File: src/hw/display_params.svh
`ifndef DISPLAY_PARAMS_SVH
`define DISPLAY_PARAMS_SVH

// Horizontal timing in pixel clocks, sync overlaps the back porch
`define DISP_HSYNC  2
`define DISP_HBACK  4
`define DISP_HDISP  16
`define DISP_HFRONT 2

// Vertical timing in lines
`define DISP_VSYNC  1
`define DISP_VBACK  2
`define DISP_VDISP  8
`define DISP_VFRONT 1

// Rectangle layers, highest index has priority
`define DISP_LAYERS 3

// Register byte addresses
`define REG_CTRL         8'h00
`define REG_BG           8'h04
`define REG_STATUS       8'h08
`define REG_LAYER_BASE   8'h10
`define REG_LAYER_STRIDE 8'h10

// Offsets within one layer block
`define REG_LAYER_RECT   8'h00
`define REG_LAYER_COLOUR 8'h04
`define REG_LAYER_EN     8'h08

`endif
File: src/hw/regPkg.sv
package regPkg;

    // APB bus widths
    localparam int ADDR_W = 8;
    localparam int DATA_W = 32;

    typedef logic [ADDR_W-1:0] regAddrT;
    typedef logic [DATA_W-1:0] regDataT;

    // Rectangle word, x0 y0 x1 y1 from byte 0 up
    localparam int RECT_W = 32;

    // Single-bit fields
    localparam int CTRL_W = 1;
    localparam int EN_W   = 1;

    // Status register bit positions
    localparam int COLLISION_BIT = 0;

endpackage

File: src/hw/displayPkg.sv
package displayPkg;

    // Colour depth of the panel bus
    localparam int COLOUR_W = 24;

    // Coordinates fit the small test panel with room to spare
    localparam int COORD_W = 8;

    // Red in the top byte, blue in the bottom byte
    typedef logic [COLOUR_W-1:0] colourT;

    // Column of the current pixel
    typedef logic [COORD_W-1:0] xCoordT;

    // Row of the current pixel
    typedef logic [COORD_W-1:0] yCoordT;

endpackage

File: src/hw/overlayTop.sv
`timescale 1ns/1ns
`include "display_params.svh"

module overlayTop (
    input  logic               CLK,
    input  logic               RESET,
    input  logic               pSel,
    input  logic               pEnable,
    input  logic               pWrite,
    input  regPkg::regAddrT    pAddr,
    input  regPkg::regDataT    pWData,
    output regPkg::regDataT    pRData,
    output logic               pSlvErr,
    output logic               hwDclk,
    output logic               hwDisp,
    output logic               hwVSync,
    output logic               hwHSync,
    output displayPkg::colourT hwRgb
);

    logic panelEn;
    displayPkg::colourT bgColour;
    logic [`DISP_LAYERS-1:0][regPkg::RECT_W-1:0] rectCfg;
    displayPkg::colourT [`DISP_LAYERS-1:0] layerColour;
    logic [`DISP_LAYERS-1:0] layerEn;
    logic collisionClr;
    logic collision;

    logic hBlank;
    logic vBlank;
    displayPkg::xCoordT pixX;
    displayPkg::yCoordT pixY;
    logic pixValid;
    logic frameStart;

    logic [`DISP_LAYERS-1:0] hits;
    displayPkg::colourT [`DISP_LAYERS-1:0] layerColours;
    displayPkg::colourT mixColour;

    apbRegs regs (
        .CLK          (CLK),
        .RESET        (RESET),
        .pSel         (pSel),
        .pEnable      (pEnable),
        .pWrite       (pWrite),
        .pAddr        (pAddr),
        .pWData       (pWData),
        .pRData       (pRData),
        .pSlvErr      (pSlvErr),
        .panelEn      (panelEn),
        .bgColour     (bgColour),
        .rectCfg      (rectCfg),
        .layerColour  (layerColour),
        .layerEn      (layerEn),
        .collisionClr (collisionClr),
        .collision    (collision)
    );

    pixelScanner scanner (
        .CLK        (CLK),
        .RESET      (RESET),
        .hBlank     (hBlank),
        .vBlank     (vBlank),
        .pixX       (pixX),
        .pixY       (pixY),
        .pixValid   (pixValid),
        .frameStart (frameStart)
    );

    for (genvar i = 0; i < `DISP_LAYERS; i++) begin : genLayers
        rectLayer layer (
            .CLK         (CLK),
            .RESET       (RESET),
            .frameStart  (frameStart),
            .rectCfg     (rectCfg[i]),
            .layerColour (layerColour[i]),
            .layerEn     (layerEn[i]),
            .pixX        (pixX),
            .pixY        (pixY),
            .hit         (hits[i]),
            .colour      (layerColours[i])
        );
    end

    layerMixer mixer (
        .CLK          (CLK),
        .RESET        (RESET),
        .frameStart   (frameStart),
        .pixValid     (pixValid),
        .hits         (hits),
        .layerColours (layerColours),
        .bgColour     (bgColour),
        .collisionClr (collisionClr),
        .colour       (mixColour),
        .collision    (collision)
    );

    tftTiming #(
        .WIDTH ($bits(displayPkg::colourT))
    ) timing (
        .CLK     (CLK),
        .RESET   (RESET),
        .en      (panelEn),
        .hBlank  (hBlank),
        .vBlank  (vBlank),
        .colour  (mixColour),
        .hwDclk  (hwDclk),
        .hwDisp  (hwDisp),
        .hwVSync (hwVSync),
        .hwHSync (hwHSync),
        .hwRgb   (hwRgb)
    );

endmodule

File: src/hw/layerMixer.sv
`timescale 1ns/1ns
`include "display_params.svh"

module layerMixer (
    input  logic                                  CLK,
    input  logic                                  RESET,
    input  logic                                  frameStart,
    input  logic                                  pixValid,
    input  logic [`DISP_LAYERS-1:0]               hits,
    input  displayPkg::colourT [`DISP_LAYERS-1:0] layerColours,
    input  displayPkg::colourT                    bgColour,
    input  logic                                  collisionClr,
    output displayPkg::colourT                    colour,
    output logic                                  collision
);

    displayPkg::colourT bgShadow;
    logic multiHit;

    // Background follows the same frame boundary as the layers
    always_ff @(posedge CLK or negedge RESET) begin
        if (!RESET) begin
            bgShadow <= '0;
        end else if (frameStart) begin
            bgShadow <= bgColour;
        end
    end

    // Later layers overwrite earlier ones
    always_comb begin
        colour = bgShadow;
        for (int i = 0; i < `DISP_LAYERS; i++) begin
            if (hits[i]) begin
                colour = layerColours[i];
            end
        end
    end

    assign multiHit = $countones(hits) > 1;

    // Set beats clear when both land together
    always_ff @(posedge CLK or negedge RESET) begin
        if (!RESET) begin
            collision <= 1'b0;
        end else if (pixValid && multiHit) begin
            collision <= 1'b1;
        end else if (collisionClr) begin
            collision <= 1'b0;
        end
    end

endmodule

File: src/hw/rectLayer.sv
`timescale 1ns/1ns

module rectLayer (
    input  logic                      CLK,
    input  logic                      RESET,
    input  logic                      frameStart,
    input  logic [regPkg::RECT_W-1:0] rectCfg,
    input  displayPkg::colourT        layerColour,
    input  logic                      layerEn,
    input  displayPkg::xCoordT        pixX,
    input  displayPkg::yCoordT        pixY,
    output logic                      hit,
    output displayPkg::colourT        colour
);

    logic [regPkg::RECT_W-1:0] rectShadow;
    displayPkg::colourT colourShadow;
    logic enShadow;
    displayPkg::xCoordT x0;
    displayPkg::xCoordT x1;
    displayPkg::yCoordT y0;
    displayPkg::yCoordT y1;

    always_ff @(posedge CLK or negedge RESET) begin
        if (!RESET) begin
            enShadow <= 1'b0;
        end else if (frameStart) begin
            enShadow <= layerEn;
        end
    end

    // Bounds and colour change only between frames
    always_ff @(posedge CLK) begin
        if (frameStart) begin
            rectShadow   <= rectCfg;
            colourShadow <= layerColour;
        end
    end

    assign x0 = rectShadow[7:0];
    assign y0 = rectShadow[15:8];
    assign x1 = rectShadow[23:16];
    assign y1 = rectShadow[31:24];

    // Inclusive on all four edges
    assign hit = enShadow && (pixX >= x0) && (pixX <= x1) && (pixY >= y0) && (pixY <= y1);

    assign colour = colourShadow;

endmodule

File: src/hw/pixelScanner.sv
`timescale 1ns/1ns

module pixelScanner (
    input  logic               CLK,
    input  logic               RESET,
    input  logic               hBlank,
    input  logic               vBlank,
    output displayPkg::xCoordT pixX,
    output displayPkg::yCoordT pixY,
    output logic               pixValid,
    output logic               frameStart
);

    logic hBlankQ;
    logic vBlankQ;

    assign pixValid = !hBlank && !vBlank;

    // Rising edge of vertical blanking
    assign frameStart = vBlank && !vBlankQ;

    always_ff @(posedge CLK or negedge RESET) begin
        if (!RESET) begin
            hBlankQ <= 1'b1;
            vBlankQ <= 1'b1;
            pixX    <= '0;
            pixY    <= '0;
        end else begin
            hBlankQ <= hBlank;
            vBlankQ <= vBlank;

            if (hBlank) begin
                pixX <= '0;
            end else if (pixValid) begin
                pixX <= pixX + 1'b1;
            end

            // Next row once the active part of a line ends
            if (vBlank) begin
                pixY <= '0;
            end else if (hBlank && !hBlankQ) begin
                pixY <= pixY + 1'b1;
            end
        end
    end

endmodule

File: src/hw/tftTiming.sv
`timescale 1ns/1ns
`include "display_params.svh"

module tftTiming #(
    parameter int WIDTH = 24
) (
    input  logic             CLK,
    input  logic             RESET,
    input  logic             en,
    output logic             hBlank,
    output logic             vBlank,
    input  logic [WIDTH-1:0] colour,
    output logic             hwDclk,
    output logic             hwDisp,
    output logic             hwVSync,
    output logic             hwHSync,
    output logic [WIDTH-1:0] hwRgb
);

    // Sync pulses overlap the back porch
    localparam int HSYNC  = `DISP_HSYNC;
    localparam int HBACK  = `DISP_HBACK;
    localparam int HDISP  = `DISP_HDISP;
    localparam int HFRONT = `DISP_HFRONT;
    localparam int VSYNC  = `DISP_VSYNC;
    localparam int VBACK  = `DISP_VBACK;
    localparam int VDISP  = `DISP_VDISP;
    localparam int VFRONT = `DISP_VFRONT;

    localparam int HTOTAL = HBACK + HDISP + HFRONT;
    localparam int VTOTAL = VBACK + VDISP + VFRONT;
    localparam int HN     = $clog2(HTOTAL);
    localparam int VN     = $clog2(VTOTAL);

    logic [HN-1:0] hCount;
    logic hSync;
    logic hDisp;
    logic hEnd;
    logic hSyncQ;

    logic [VN-1:0] vCount;
    logic vSync;
    logic vDisp;
    logic vEnd;
    logic vSyncQ;

    // Horizontal counter
    assign hSync = hCount < HN'(HSYNC);
    assign hDisp = (hCount >= HN'(HBACK)) && (hCount < HN'(HBACK + HDISP));
    assign hEnd  = hCount == HN'(HTOTAL - 1);

    always_ff @(posedge CLK or negedge RESET) begin
        if (!RESET) begin
            hCount <= '0;
            hBlank <= 1'b1;
            hSyncQ <= 1'b1;
        end else if (en) begin
            if (hEnd) begin
                hCount <= '0;
            end else begin
                hCount <= hCount + 1'b1;
            end
            hBlank <= ~hDisp;
            hSyncQ <= hSync;
        end
    end

    // Vertical counter steps at the end of each line
    assign vSync = vCount < VN'(VSYNC);
    assign vDisp = (vCount >= VN'(VBACK)) && (vCount < VN'(VBACK + VDISP));
    assign vEnd  = vCount == VN'(VTOTAL - 1);

    always_ff @(posedge CLK or negedge RESET) begin
        if (!RESET) begin
            vCount <= '0;
            vBlank <= 1'b1;
            vSyncQ <= 1'b1;
        end else if (en) begin
            if (hEnd && vEnd) begin
                vCount <= '0;
            end else if (hEnd) begin
                vCount <= vCount + 1'b1;
            end
            vBlank <= ~vDisp;
            vSyncQ <= vSync;
        end
    end

    assign hwDclk = CLK;

    always_ff @(posedge CLK or negedge RESET) begin
        if (!RESET) begin
            hwDisp <= 1'b0;
        end else begin
            hwDisp <= en;
        end
    end

    // Second sync stage lines up with the RGB register
    always_ff @(posedge CLK or negedge RESET) begin
        if (!RESET) begin
            hwHSync <= 1'b0;
            hwVSync <= 1'b0;
        end else if (en) begin
            hwHSync <= hSyncQ;
            hwVSync <= vSyncQ;
        end
    end

    // Pixel data only moves in displayed cycles
    always_ff @(posedge CLK) begin
        if (en && !hBlank && !vBlank) begin
            hwRgb <= colour;
        end
    end

endmodule

File: src/hw/apbRegs.sv
`timescale 1ns/1ns
`include "display_params.svh"

module apbRegs (
    input  logic                                          CLK,
    input  logic                                          RESET,
    input  logic                                          pSel,
    input  logic                                          pEnable,
    input  logic                                          pWrite,
    input  regPkg::regAddrT                               pAddr,
    input  regPkg::regDataT                               pWData,
    output regPkg::regDataT                               pRData,
    output logic                                          pSlvErr,
    output logic                                          panelEn,
    output displayPkg::colourT                            bgColour,
    output logic [`DISP_LAYERS-1:0][regPkg::RECT_W-1:0]   rectCfg,
    output displayPkg::colourT [`DISP_LAYERS-1:0]         layerColour,
    output logic [`DISP_LAYERS-1:0]                       layerEn,
    output logic                                          collisionClr,
    input  logic                                          collision
);

    localparam int COLOUR_W = $bits(displayPkg::colourT);
    localparam int DATA_W   = regPkg::DATA_W;

    logic selCtrl;
    logic selBg;
    logic selStatus;
    logic [`DISP_LAYERS-1:0] selRect;
    logic [`DISP_LAYERS-1:0] selColour;
    logic [`DISP_LAYERS-1:0] selEn;
    logic mapped;
    logic access;
    logic wrAccess;
    regPkg::regDataT [`DISP_LAYERS-1:0] layerRData;

    // Global registers
    assign selCtrl   = pAddr == `REG_CTRL;
    assign selBg     = pAddr == `REG_BG;
    assign selStatus = pAddr == `REG_STATUS;

    // One address block per layer
    for (genvar i = 0; i < `DISP_LAYERS; i++) begin : genLayerDecode
        localparam regPkg::regAddrT BASE =
            regPkg::regAddrT'(`REG_LAYER_BASE + i * `REG_LAYER_STRIDE);

        assign selRect[i]   = pAddr == BASE + `REG_LAYER_RECT;
        assign selColour[i] = pAddr == BASE + `REG_LAYER_COLOUR;
        assign selEn[i]     = pAddr == BASE + `REG_LAYER_EN;

        assign layerRData[i] =
            (selRect[i] ? regPkg::regDataT'(rectCfg[i]) : '0) |
            (selColour[i] ? {{(DATA_W-COLOUR_W){1'b0}}, layerColour[i]} : '0) |
            (selEn[i] ? {{(DATA_W-regPkg::EN_W){1'b0}}, layerEn[i]} : '0);
    end

    assign mapped = selCtrl | selBg | selStatus | (|selRect) | (|selColour) | (|selEn);

    assign access   = pSel & pEnable;
    assign wrAccess = access & pWrite & mapped;
    assign pSlvErr  = access & ~mapped;

    // Sticky flag clears on a write of 1
    assign collisionClr = wrAccess & selStatus & pWData[regPkg::COLLISION_BIT];

    // Unmapped addresses fall through to zero
    always_comb begin
        pRData = '0;
        if (selCtrl) begin
            pRData = {{(DATA_W-regPkg::CTRL_W){1'b0}}, panelEn};
        end
        if (selBg) begin
            pRData = {{(DATA_W-COLOUR_W){1'b0}}, bgColour};
        end
        if (selStatus) begin
            pRData[regPkg::COLLISION_BIT] = collision;
        end
        for (int i = 0; i < `DISP_LAYERS; i++) begin
            pRData = pRData | layerRData[i];
        end
        if (!access) begin
            pRData = '0;
        end
    end

    always_ff @(posedge CLK or negedge RESET) begin
        if (!RESET) begin
            panelEn     <= 1'b0;
            bgColour    <= '0;
            rectCfg     <= '0;
            layerColour <= '0;
            layerEn     <= '0;
        end else if (wrAccess) begin
            if (selCtrl) begin
                panelEn <= pWData[regPkg::CTRL_W-1:0];
            end
            if (selBg) begin
                bgColour <= pWData[COLOUR_W-1:0];
            end
            for (int i = 0; i < `DISP_LAYERS; i++) begin
                if (selRect[i]) begin
                    rectCfg[i] <= pWData[regPkg::RECT_W-1:0];
                end
                if (selColour[i]) begin
                    layerColour[i] <= pWData[COLOUR_W-1:0];
                end
                if (selEn[i]) begin
                    layerEn[i] <= pWData[regPkg::EN_W-1:0];
                end
            end
        end
    end

endmodule

File: config.mk
export PLATFORM = sky130hd
export DESIGN_NAME = overlayTop
export DESIGN_NICKNAME = d
export VERILOG_FILES = /design/src/hw/regPkg.sv /design/src/hw/displayPkg.sv /design/src/hw/overlayTop.sv /design/src/hw/layerMixer.sv /design/src/hw/rectLayer.sv /design/src/hw/pixelScanner.sv /design/src/hw/tftTiming.sv /design/src/hw/apbRegs.sv
export VERILOG_INCLUDE_DIRS = /design/src /design/src/hw
export SDC_FILE = /design/constraint.sdc
export NUM_CORES = 1
export LEC_CHECK = 0
export ABC_AREA = 1
export BUFFER_PORTS_ARGS = -buffer_cell sky130_fd_sc_hd__buf_4
export CAP_MARGIN = 0
export CORE_UTILIZATION = 40
export DETAILED_ROUTE_END_ITERATION = 16
export GPL_TIMING_DRIVEN = 0
export SYNTH_ARGS = -nofsm -noshare
export SYNTH_HDL_FRONTEND = slang
export SYNTH_SLANG_ARGS = --single-unit
File: constraint.sdc
create_clock -name CLK -period 9.5 [get_ports CLK]
set_clock_uncertainty 0.1 [all_clocks]
set_input_delay 0.95 -clock CLK [delete_from_list [all_inputs] [get_ports CLK]]
set_output_delay 0.95 -clock CLK [all_outputs]
set_load 0.01 [all_outputs]
==> impl_metrics.prom, run 1 <==
# TYPE chip_impl_metric gauge
chip_impl_metric{name="fin_util",unit=""} 0.4719
chip_impl_metric{name="post-dp-hpwl",unit="mm"} 46.37
chip_impl_metric{name="synthDistinctLibCells",unit=""} 42
chip_impl_metric{name="initial_drc_count",unit=""} 1809
chip_impl_info{name="synth_area_leader_cell",value="dfrtp_1"} 1
chip_impl_metric{name="core_region_area",unit="um2"} 51300
chip_impl_metric{name="synth_warnings",unit=""} 0
chip_impl_metric{name="final_cell_count_no_fill",unit=""} 3022
chip_impl_metric{name="grtUsageTotal",unit=""} 0.2385
chip_impl_metric{name="cells_after_synthesis",unit=""} 2138
chip_impl_metric{name="detail_route.vias_per_cell",unit=""} 5.351
chip_impl_info{name="worstSetupPathType",value="clk2out"} 1
chip_impl_metric{name="synth.ff_latch_count",unit=""} 450
chip_impl_metric{name="first_global_vias",unit=""} 15910
chip_impl_info{name="cell_with_the_largest_stage_delay_on_the_worst_path",value="clkbuf_16"} 1
chip_impl_metric{name="post_cts_resized",unit=""} 0
chip_impl_metric{name="final_design_area_no_fill",unit="um2"} 24210
chip_impl_metric{name="cts.clk_slew.worst_paths",unit="ns"} 0.05
chip_impl_metric{name="layout.nets",unit=""} 2452
chip_impl_metric{name="dpl.cell_count",unit=""} 2929
chip_impl_metric{name="worst_slew_margin_rel",unit=""} 0.2464
chip_impl_metric{name="mappedNetlistNets",unit=""} 2288
chip_impl_metric{name="drt_wl_total",unit="mm"} 62.52
chip_impl_metric{name="r2r_setup_slack",unit="ns"} 5.66
chip_impl_metric{name="first_pass_grt_wire_length",unit="mm"} 94.52
chip_impl_metric{name="input_output_buffers",unit=""} 105
chip_impl_metric{name="chipWidth",unit="um"} 229.9
chip_impl_metric{name="postSynth.asyncResetShare",unit=""} 0.5733
chip_impl_metric{name="fp.dieH",unit="um"} 229.9
chip_impl_info{name="rsz0062_at_grt",value="no"} 1
chip_impl_info{name="synth.cells.most_frequent",value="nand2_1, inv_1, dfrtp_1"} 1
chip_impl_metric{name="total_leakage_power",unit="nW"} 11.23
chip_impl_metric{name="worst-r2r-cell-count",unit=""} 15
chip_impl_metric{name="ioPinCount",unit=""} 106
chip_impl_info{name="worstSetupStartpoint",value="CLK"} 1
chip_impl_metric{name="worst_ep_arrival_time",unit="ns"} 5.24
chip_impl_metric{name="timing_hold_violations_final",unit=""} 0
chip_impl_metric{name="fillCellCount",unit=""} 4833
chip_impl_metric{name="worst-slew-pin-transition",unit="ns"} 1.130
chip_impl_metric{name="drc",unit=""} 0
chip_impl_metric{name="synth_seq_area_share",unit=""} 0.5885
chip_impl_metric{name="routed_wire_length_per_instance",unit="um"} 20.69
chip_impl_metric{name="initial_cell_density_of_the_core",unit=""} 0.4050
chip_impl_info{name="synthFlopType",value="dfrtp_1"} 1
chip_impl_metric{name="cpPeakStageDelay",unit="ns"} 0.13
chip_impl_metric{name="grt_max_degree",unit=""} 92
chip_impl_metric{name="synth_enable_flop_cells",unit=""} 192
chip_impl_info{name="synth_area_leaders",value="dfrtp_1, edfxtp_1, nand2_1, ha_1, inv_1"} 1
chip_impl_info{name="reg2reg_from",value="scanner.pixX[7]$_DFFE_PN0P_"} 1
chip_impl_metric{name="area_enclosed_by_the_die_boundary",unit="um2"} 52860
chip_impl_info{name="status",value="finished clean"} 1
chip_impl_metric{name="timing.setup.tns",unit="ns"} 0
chip_impl_info{name="crit_chain",value="clkbuf_16 > clkbuf_16 > buf_4 > buf_4"} 1
chip_impl_metric{name="cp_data_required_time",unit="ns"} 8.45
chip_impl_metric{name="syn_area",unit="um2"} 20780
chip_impl_metric{name="place_area",unit="um2"} 22570
chip_impl_metric{name="cts_hold_buffers",unit=""} 0
chip_impl_metric{name="final_layout_size_suffix_gt1_frac",unit=""} 0.1204
chip_impl_metric{name="num_rows",unit=""} 83
chip_impl_metric{name="final_setup_viols",unit=""} 0
chip_impl_metric{name="clk-insertion-delay-late",unit="ns"} 0.72
chip_impl_metric{name="globalRoute.totalOverflow",unit=""} 0
chip_impl_info{name="class_of_the_most_critical_hold_timing_path",value="in2async"} 1
chip_impl_metric{name="synth_top_area_frac",unit=""} 0.3035
chip_impl_metric{name="area_growth",unit="%"} 16.50
chip_impl_metric{name="p_total",unit="mW"} 4.416
chip_impl_info{name="cp_launch_type",value="clock port"} 1
chip_impl_metric{name="max-cap-violations",unit=""} 0
chip_impl_metric{name="antenna-diode-count",unit=""} 0
chip_impl_metric{name="grt_antenna_before_repair",unit=""} 1
chip_impl_metric{name="dr.pass1.iters",unit=""} 6
chip_impl_metric{name="routabilityCongestion",unit=""} 0.9225
chip_impl_info{name="crit_path_end_kind",value="output port"} 1
chip_impl_metric{name="cts_setup_buffers",unit=""} 0
chip_impl_metric{name="vias",unit=""} 16170
chip_impl_metric{name="final_max_slew_viol_count",unit=""} 0
chip_impl_metric{name="vdd_ir_drop_max",unit="V"} 0.0001467
chip_impl_info{name="clock_tree_from_tritoncts",value="built"} 1
chip_impl_info{name="crit_path_end",value="hwDclk"} 1
chip_impl_metric{name="pwr_density_cell",unit="nW/um2"} 182.4
chip_impl_info{name="r2r_end",value="mixer.collision$_DFFE_PN0P_"} 1
chip_impl_info{name="yosysMostFrequentCell",value="nand2_1"} 1
chip_impl_metric{name="avgSynthCellArea",unit="um2"} 9.719
chip_impl_metric{name="drtAntennaViolNets",unit=""} 0
chip_impl_metric{name="timing.critical_path.fanout_max",unit=""} 2
==> layer usage <==
metal | global-route usage | part of all wire
met2 | 0.3736 | 0.46
met4 | 0.08340 | 0.034
met3 | 0.03782 | 0.075
met5 | 0 | 0
met1 | 0.3356 | 0.44
==> metrics by stage <==
step	worst slack, ns	hold WS (ns)
after floorplan	2.803	0.2519
after global placement	-0.4227	0.2559
after detailed placement	3.467	0.2574
after CTS	3.203	0.1616
after global routing	3.202	0.1792
final	3.209	0.1262
==> registers in the layout (all words and copies together), names as in the netlist, 3 cells and up <==
name / count
genLayers.layer.rectShadow: 96
timing.vCount: 4
genLayers.layer.colour: 72
scanner.pixX: 8
timing.hCount: 5
regs.layerEn: 3
genLayers.layer.enShadow: 3
scanner.pixY: 8
regs.bgColour: 24
regs.rectCfg: 96
timing.hwRgb: 24
mixer.bgShadow: 24
regs.layerColour: 72
==> area by class of cell <==
class / instances / area [um2] / share of cell area
Sequential cell: 450 / 12230 / 0.5052
Multi-Input combinational cell: 1308 / 7012 / 0.2897
Clock buffer: 83 / 1534 / 0.06337
Inverter: 290 / 1089 / 0.04497
Timing Repair Buffer: 110 / 920.9 / 0.03804
Tap cell: 680 / 850.8 / 0.03515
Buffer: 90 / 457.9 / 0.01892
Clock inverter: 11 / 113.9 / 0.004704
==> worst max-delay path, delay by kind of cell <==
kind,cells,cell delay (ns)
buffers and inverters,4,0.50
==> worst min-delay path by stage <==
stage / startpoint / end / slack, ns / depth (start not counted)
after floorplan: timing.vBlank$_DFFE_PN1P_ / scanner.vBlankQ$_DFF_PN1_ / 0.25 / 0
after global placement: timing.vBlank$_DFFE_PN1P_ / scanner.vBlankQ$_DFF_PN1_ / 0.26 / 0
after detailed placement: timing.vBlank$_DFFE_PN1P_ / scanner.vBlankQ$_DFF_PN1_ / 0.26 / 0
after CTS: RESET / regs.rectCfg[90]$_DFFE_PN0P_ / 0.16 / 1
after global routing: RESET / regs.rectCfg[90]$_DFFE_PN0P_ / 0.18 / 1
final: RESET / regs.rectCfg[90]$_DFFE_PN0P_ / 0.13 / 1
==> layout by cell type, fill, tap and decap left out, types with 6 or more instances in the layout <==
cell | synthesis | final
nand4_1 | 63 | 63
nor3_1 | 16 | 15
nand2_1 | 538 | 538
inv_1 | 282 | 282
a31oi_1 | 11 | 11
o21ai_0 | 200 | 200
dfstp_2 | 6 | 6
a21oi_1 | 95 | 95
a22o_1 | 14 | 14
dfrtp_1 | 252 | 252
edfxtp_1 | 192 | 192
clkinv_1 | 4 | 6
nand3_1 | 66 | 66
o21ai_1 | 36 | 36
clkbuf_1 | 45 | 65
buf_6 | 6 | 8
buf_2 | 33 | 33
clkinv_2 | 0 | 6
clkbuf_8 | 0 | 7
o21ai_2 | 20 | 20
a221oi_1 | 13 | 13
nand2_2 | 7 | 7
nor2_2 | 6 | 6
clkbuf_16 | 0 | 54
nor2_1 | 76 | 76
ha_1 | 105 | 105
buf_4 | 5 | 109
==> power breakdown <==
part | internal, mW | total [mW] | switching [mW]
Sequential | 2.06 | 2.14 | 0.0787
Clock | 1.16 | 1.94 | 0.783
Combinational | 0.121 | 0.335 | 0.214
==> cells by family after synthesis <==
| group | count (synthesis) | synth area share |
|---|---|---|
| simple gates | 794 | 0.1637 |
| flops | 450 | 0.5885 |
| compound gates | 408 | 0.1098 |
| buf+inv | 380 | 0.07425 |
| fa+ha+maj | 105 | 0.06323 |
| xor+xnor | 1 | 0.0004216 |
Power figures use the tool's default switching activity.
==> run 2: changes to the inputs <==
--- a/config.mk
+++ b/config.mk
@@ -6,7 +6,7 @@
 export SDC_FILE = /design/constraint.sdc
 export NUM_CORES = 1
 export LEC_CHECK = 0
-export ABC_AREA = 1
+export ABC_AREA = 0
 export BUFFER_PORTS_ARGS = -buffer_cell sky130_fd_sc_hd__buf_4
 export CAP_MARGIN = 0
 export CORE_UTILIZATION = 40
==> constraint.sdc (replaced) <==
create_clock -name CLK -period 6.5 [get_ports CLK]
set_clock_uncertainty 0.1 [all_clocks]
set_input_delay 0.65 -clock CLK [delete_from_list [all_inputs] [get_ports CLK]]
set_output_delay 0.65 -clock CLK [all_outputs]
set_load 0.01 [all_outputs]
==> run 2 against run 1 <==
Against the previous run:
- first-iteration DRC count down 40%
- die area down 3.6%
- register-to-register slack worse by 3.2 ns
- sequential power up 45%
- critical endpoint is now pRData[2]
==> impl_metrics.prom, run 2 <==
# TYPE chip_impl_metric gauge
chip_impl_info{name="registers_with_the_most_flip_flops",value="genLayers.layer.rectShadow: 96 flops, regs.rectCfg: 96 flops"} 1
chip_impl_metric{name="timing.setup.tns",unit="ns"} 0
chip_impl_info{name="synth_area_leader_cell",value="dfrtp_1"} 1
chip_impl_metric{name="fp.dieH",unit="um"} 225.7
chip_impl_metric{name="clk-insertion-delay-late",unit="ns"} 0.71
chip_impl_metric{name="cts.clk_slew.worst_paths",unit="ns"} 0.06
chip_impl_info{name="cp_launch_type",value="input port"} 1
chip_impl_metric{name="layout.nets",unit=""} 1753
chip_impl_metric{name="synth_warnings",unit=""} 0
chip_impl_metric{name="synth_enable_flop_cells",unit=""} 192
chip_impl_metric{name="chipWidth",unit="um"} 225.7
chip_impl_info{name="worstSetupPathType",value="in2out"} 1
chip_impl_metric{name="period_needed",unit="ns"} 4.609
chip_impl_metric{name="post_cts_resized",unit=""} 0
chip_impl_metric{name="synth.ff_latch_count",unit=""} 450
chip_impl_metric{name="final.period_utilization",unit=""} 0.7090
chip_impl_metric{name="synthDistinctLibCells",unit=""} 62
chip_impl_metric{name="postSynth.asyncResetShare",unit=""} 0.5733
chip_impl_metric{name="detail_route.vias_per_cell",unit=""} 5.570
chip_impl_metric{name="routabilityCongestion",unit=""} 0.8972
chip_impl_metric{name="drc",unit=""} 0
chip_impl_metric{name="final_layout_size_suffix_gt1_frac",unit=""} 0.2795
chip_impl_metric{name="cp_data_required_time",unit="ns"} 5.75
chip_impl_metric{name="cts_setup_buffers",unit=""} 0
chip_impl_metric{name="worst-slew-pin-transition",unit="ns"} 1.165
chip_impl_metric{name="syn_area",unit="um2"} 20020
chip_impl_info{name="crit_path_end_kind",value="output port"} 1
chip_impl_metric{name="area_enclosed_by_the_die_boundary",unit="um2"} 50950
chip_impl_metric{name="drtAntennaViolNets",unit=""} 0
chip_impl_info{name="synthFlopType",value="dfrtp_1"} 1
chip_impl_metric{name="post-dp-hpwl",unit="mm"} 37.21
chip_impl_metric{name="avgSynthCellArea",unit="um2"} 13.90
chip_impl_info{name="layout_commonest_cell",value="dfrtp_1"} 1
chip_impl_metric{name="grtUsageTotal",unit=""} 0.2253
chip_impl_info{name="clock_tree_from_tritoncts",value="built"} 1
chip_impl_metric{name="cells_after_synthesis",unit=""} 1440
chip_impl_metric{name="synth_seq_area_share",unit=""} 0.6109
chip_impl_metric{name="worst_ep_arrival_time",unit="ns"} 3.86
chip_impl_metric{name="grt_max_degree",unit=""} 99
chip_impl_metric{name="routed_wire_length_per_instance",unit="um"} 24.03
chip_impl_metric{name="total_leakage_power",unit="nW"} 10.58
chip_impl_metric{name="first_pass_grt_wire_length",unit="mm"} 83.18
chip_impl_metric{name="first_global_vias",unit=""} 13100
chip_impl_metric{name="worst_slew_margin_rel",unit=""} 0.2233
chip_impl_metric{name="max-cap-violations",unit=""} 0
chip_impl_metric{name="drt_wl_total",unit="mm"} 55.43
chip_impl_info{name="status",value="finished clean"} 1
chip_impl_metric{name="initial_drc_count",unit=""} 1094
chip_impl_info{name="synth_area_leaders",value="dfrtp_1, edfxtp_1, mux2_2, ha_1, inv_1"} 1
chip_impl_metric{name="timing_hold_violations_final",unit=""} 0
chip_impl_metric{name="final_setup_viols",unit=""} 0
chip_impl_metric{name="core_region_area",unit="um2"} 49150
chip_impl_metric{name="vdd_ir_drop_max",unit="V"} 0.0001878
chip_impl_metric{name="input_output_buffers",unit=""} 103
chip_impl_metric{name="dpl.cell_count",unit=""} 2213
chip_impl_metric{name="initial_cell_density_of_the_core",unit=""} 0.4073
chip_impl_metric{name="achievable-frequency",unit="GHz"} 0.2170
chip_impl_metric{name="area_growth",unit="%"} 16.87
chip_impl_metric{name="dr.pass1.iters",unit=""} 9
chip_impl_metric{name="globalRoute.totalOverflow",unit=""} 0
chip_impl_metric{name="timing.critical_path.fanout_max",unit=""} 10
chip_impl_metric{name="pwr_density_cell",unit="nW/um2"} 271.1
chip_impl_info{name="rsz0062_at_grt",value="no"} 1
chip_impl_metric{name="synth_top_area_frac",unit=""} 0.3150
chip_impl_info{name="yosysMostFrequentCell",value="dfrtp_1"} 1
chip_impl_metric{name="grt_antenna_before_repair",unit=""} 2
chip_impl_metric{name="final_max_slew_viol_count",unit=""} 0
chip_impl_metric{name="vias",unit=""} 12850
chip_impl_info{name="synth.cells.most_frequent",value="dfrtp_1, mux2_2, edfxtp_1"} 1
chip_impl_info{name="most_frequent_cells_in_the_layout",value="dfrtp_1, mux2_2, edfxtp_1"} 1
chip_impl_metric{name="num_rows",unit=""} 81
chip_impl_metric{name="mappedNetlistNets",unit=""} 1590
chip_impl_info{name="class_of_the_most_critical_hold_timing_path",value="in2reg"} 1
chip_impl_metric{name="ioPinCount",unit=""} 106
chip_impl_metric{name="final_cell_count_no_fill",unit=""} 2307
run 2: changes by cell type after synthesis, sizes merged, moves of 31 or more:
cell	before	now
a222oi	0	31
nand2	545	34
a21oi	95	37
mux2	0	224
nand4	63	15
nand3	74	15
inv	286	103
a22oi	0	47
o21ai	256	24
run 2: worst max-delay path: stages:
cell and delay (ns):
buf_4 0.12, nor2_2 0.17, nand2_1 0.08, or2_2 0.27, clkbuf_1 0.20, nor2_1 0.50, clkbuf_1 0.92, a22oi_1 0.23
a31oi_1 0.49, buf_4 0.21
run 2: logic make-up (layout without fill, tap and decap cells):
logic type	after synthesis	in the layout	synth area share
simple gates	213	213	0.05550
fa+ha+maj	105	105	0.06563
flops	450	450	0.6109
compound gates	237	237	0.08488
other cells	0	1	0
mux	252	252	0.1400
buf+inv	167	369	0.03612
xor+xnor	16	16	0.007000
run 2: final cells by class:
type | count | area (um2)
Clock inverter | 20 | 186.4
Timing Repair Buffer | 109 | 899.6
Inverter | 103 | 386.6
Clock buffer | 73 | 1444
Antenna cell | 1 | 2.502
Fill cell | 4307 | 25760
Sequential cell | 450 | 12230
Buffer | 64 | 346.6
Multi-Input combinational cell | 823 | 7072
Tap cell | 664 | 830.8
run 2: metal layers:
layer	vias to the layer above	routed length, um	GRT usage
met4	2	2118	0.1014
met5	-	13	0
met3	117	3041	0.03630
li1	5740	-	-
met1	6581	23550	0.2946
met2	410	26710	0.3682
run 2: what timing repair did:
item / in CTS / in global routing
setup endpoints to repair: 0 / 0
endpoints found under the hold margin: 80 / 0
hold buffers: 1 / 0
run 2: final timing paths:
check | startpoint | slack (ns) | to | cells past startpoint
max in group asynchronous | RESET | 4.52 | regs.layerColour[67]$_DFFE_PN0P_ | 4
min reg2reg | timing.vBlank$_DFFE_PN1P_ | 0.27 | scanner.vBlankQ$_DFF_PN1_ | 0
max reg2reg | scanner.pixX[0]$_DFFE_PN0P_ | 2.46 | timing.hwRgb[2]$_DFFE_PP_ | 11
max | pAddr[7] | 1.89 | pRData[2] | 10
min | pWData[30] | 0.10 | regs.rectCfg[62]$_DFFE_PN0P_ | 2
min in group asynchronous | RESET | 0.43 | regs.rectCfg[26]$_DFFE_PN0P_ | 2
run 2: where the power goes:
part / switching (mW) / internal [mW]
registers: 0.104 / 3.00
logic: 0.244 / 0.166
clock network: 1.15 / 1.67
run 2: through the flow:
stage                       util  setup slack (ns)  hold slack (ns)  cell area [um2]  total power [mW]
after floorplan                -             2.381           0.2533            20020             3.375
after global placement    0.4399            0.5419           0.2563            21620             3.572
after detailed placement  0.4427             2.034           0.2582            21760             3.595
after CTS                 0.4760             2.006          0.07002            23390             6.412
after global routing      0.4760             1.842          0.07693            23400             6.593
final                     0.4760             1.891           0.1014            23400             6.343
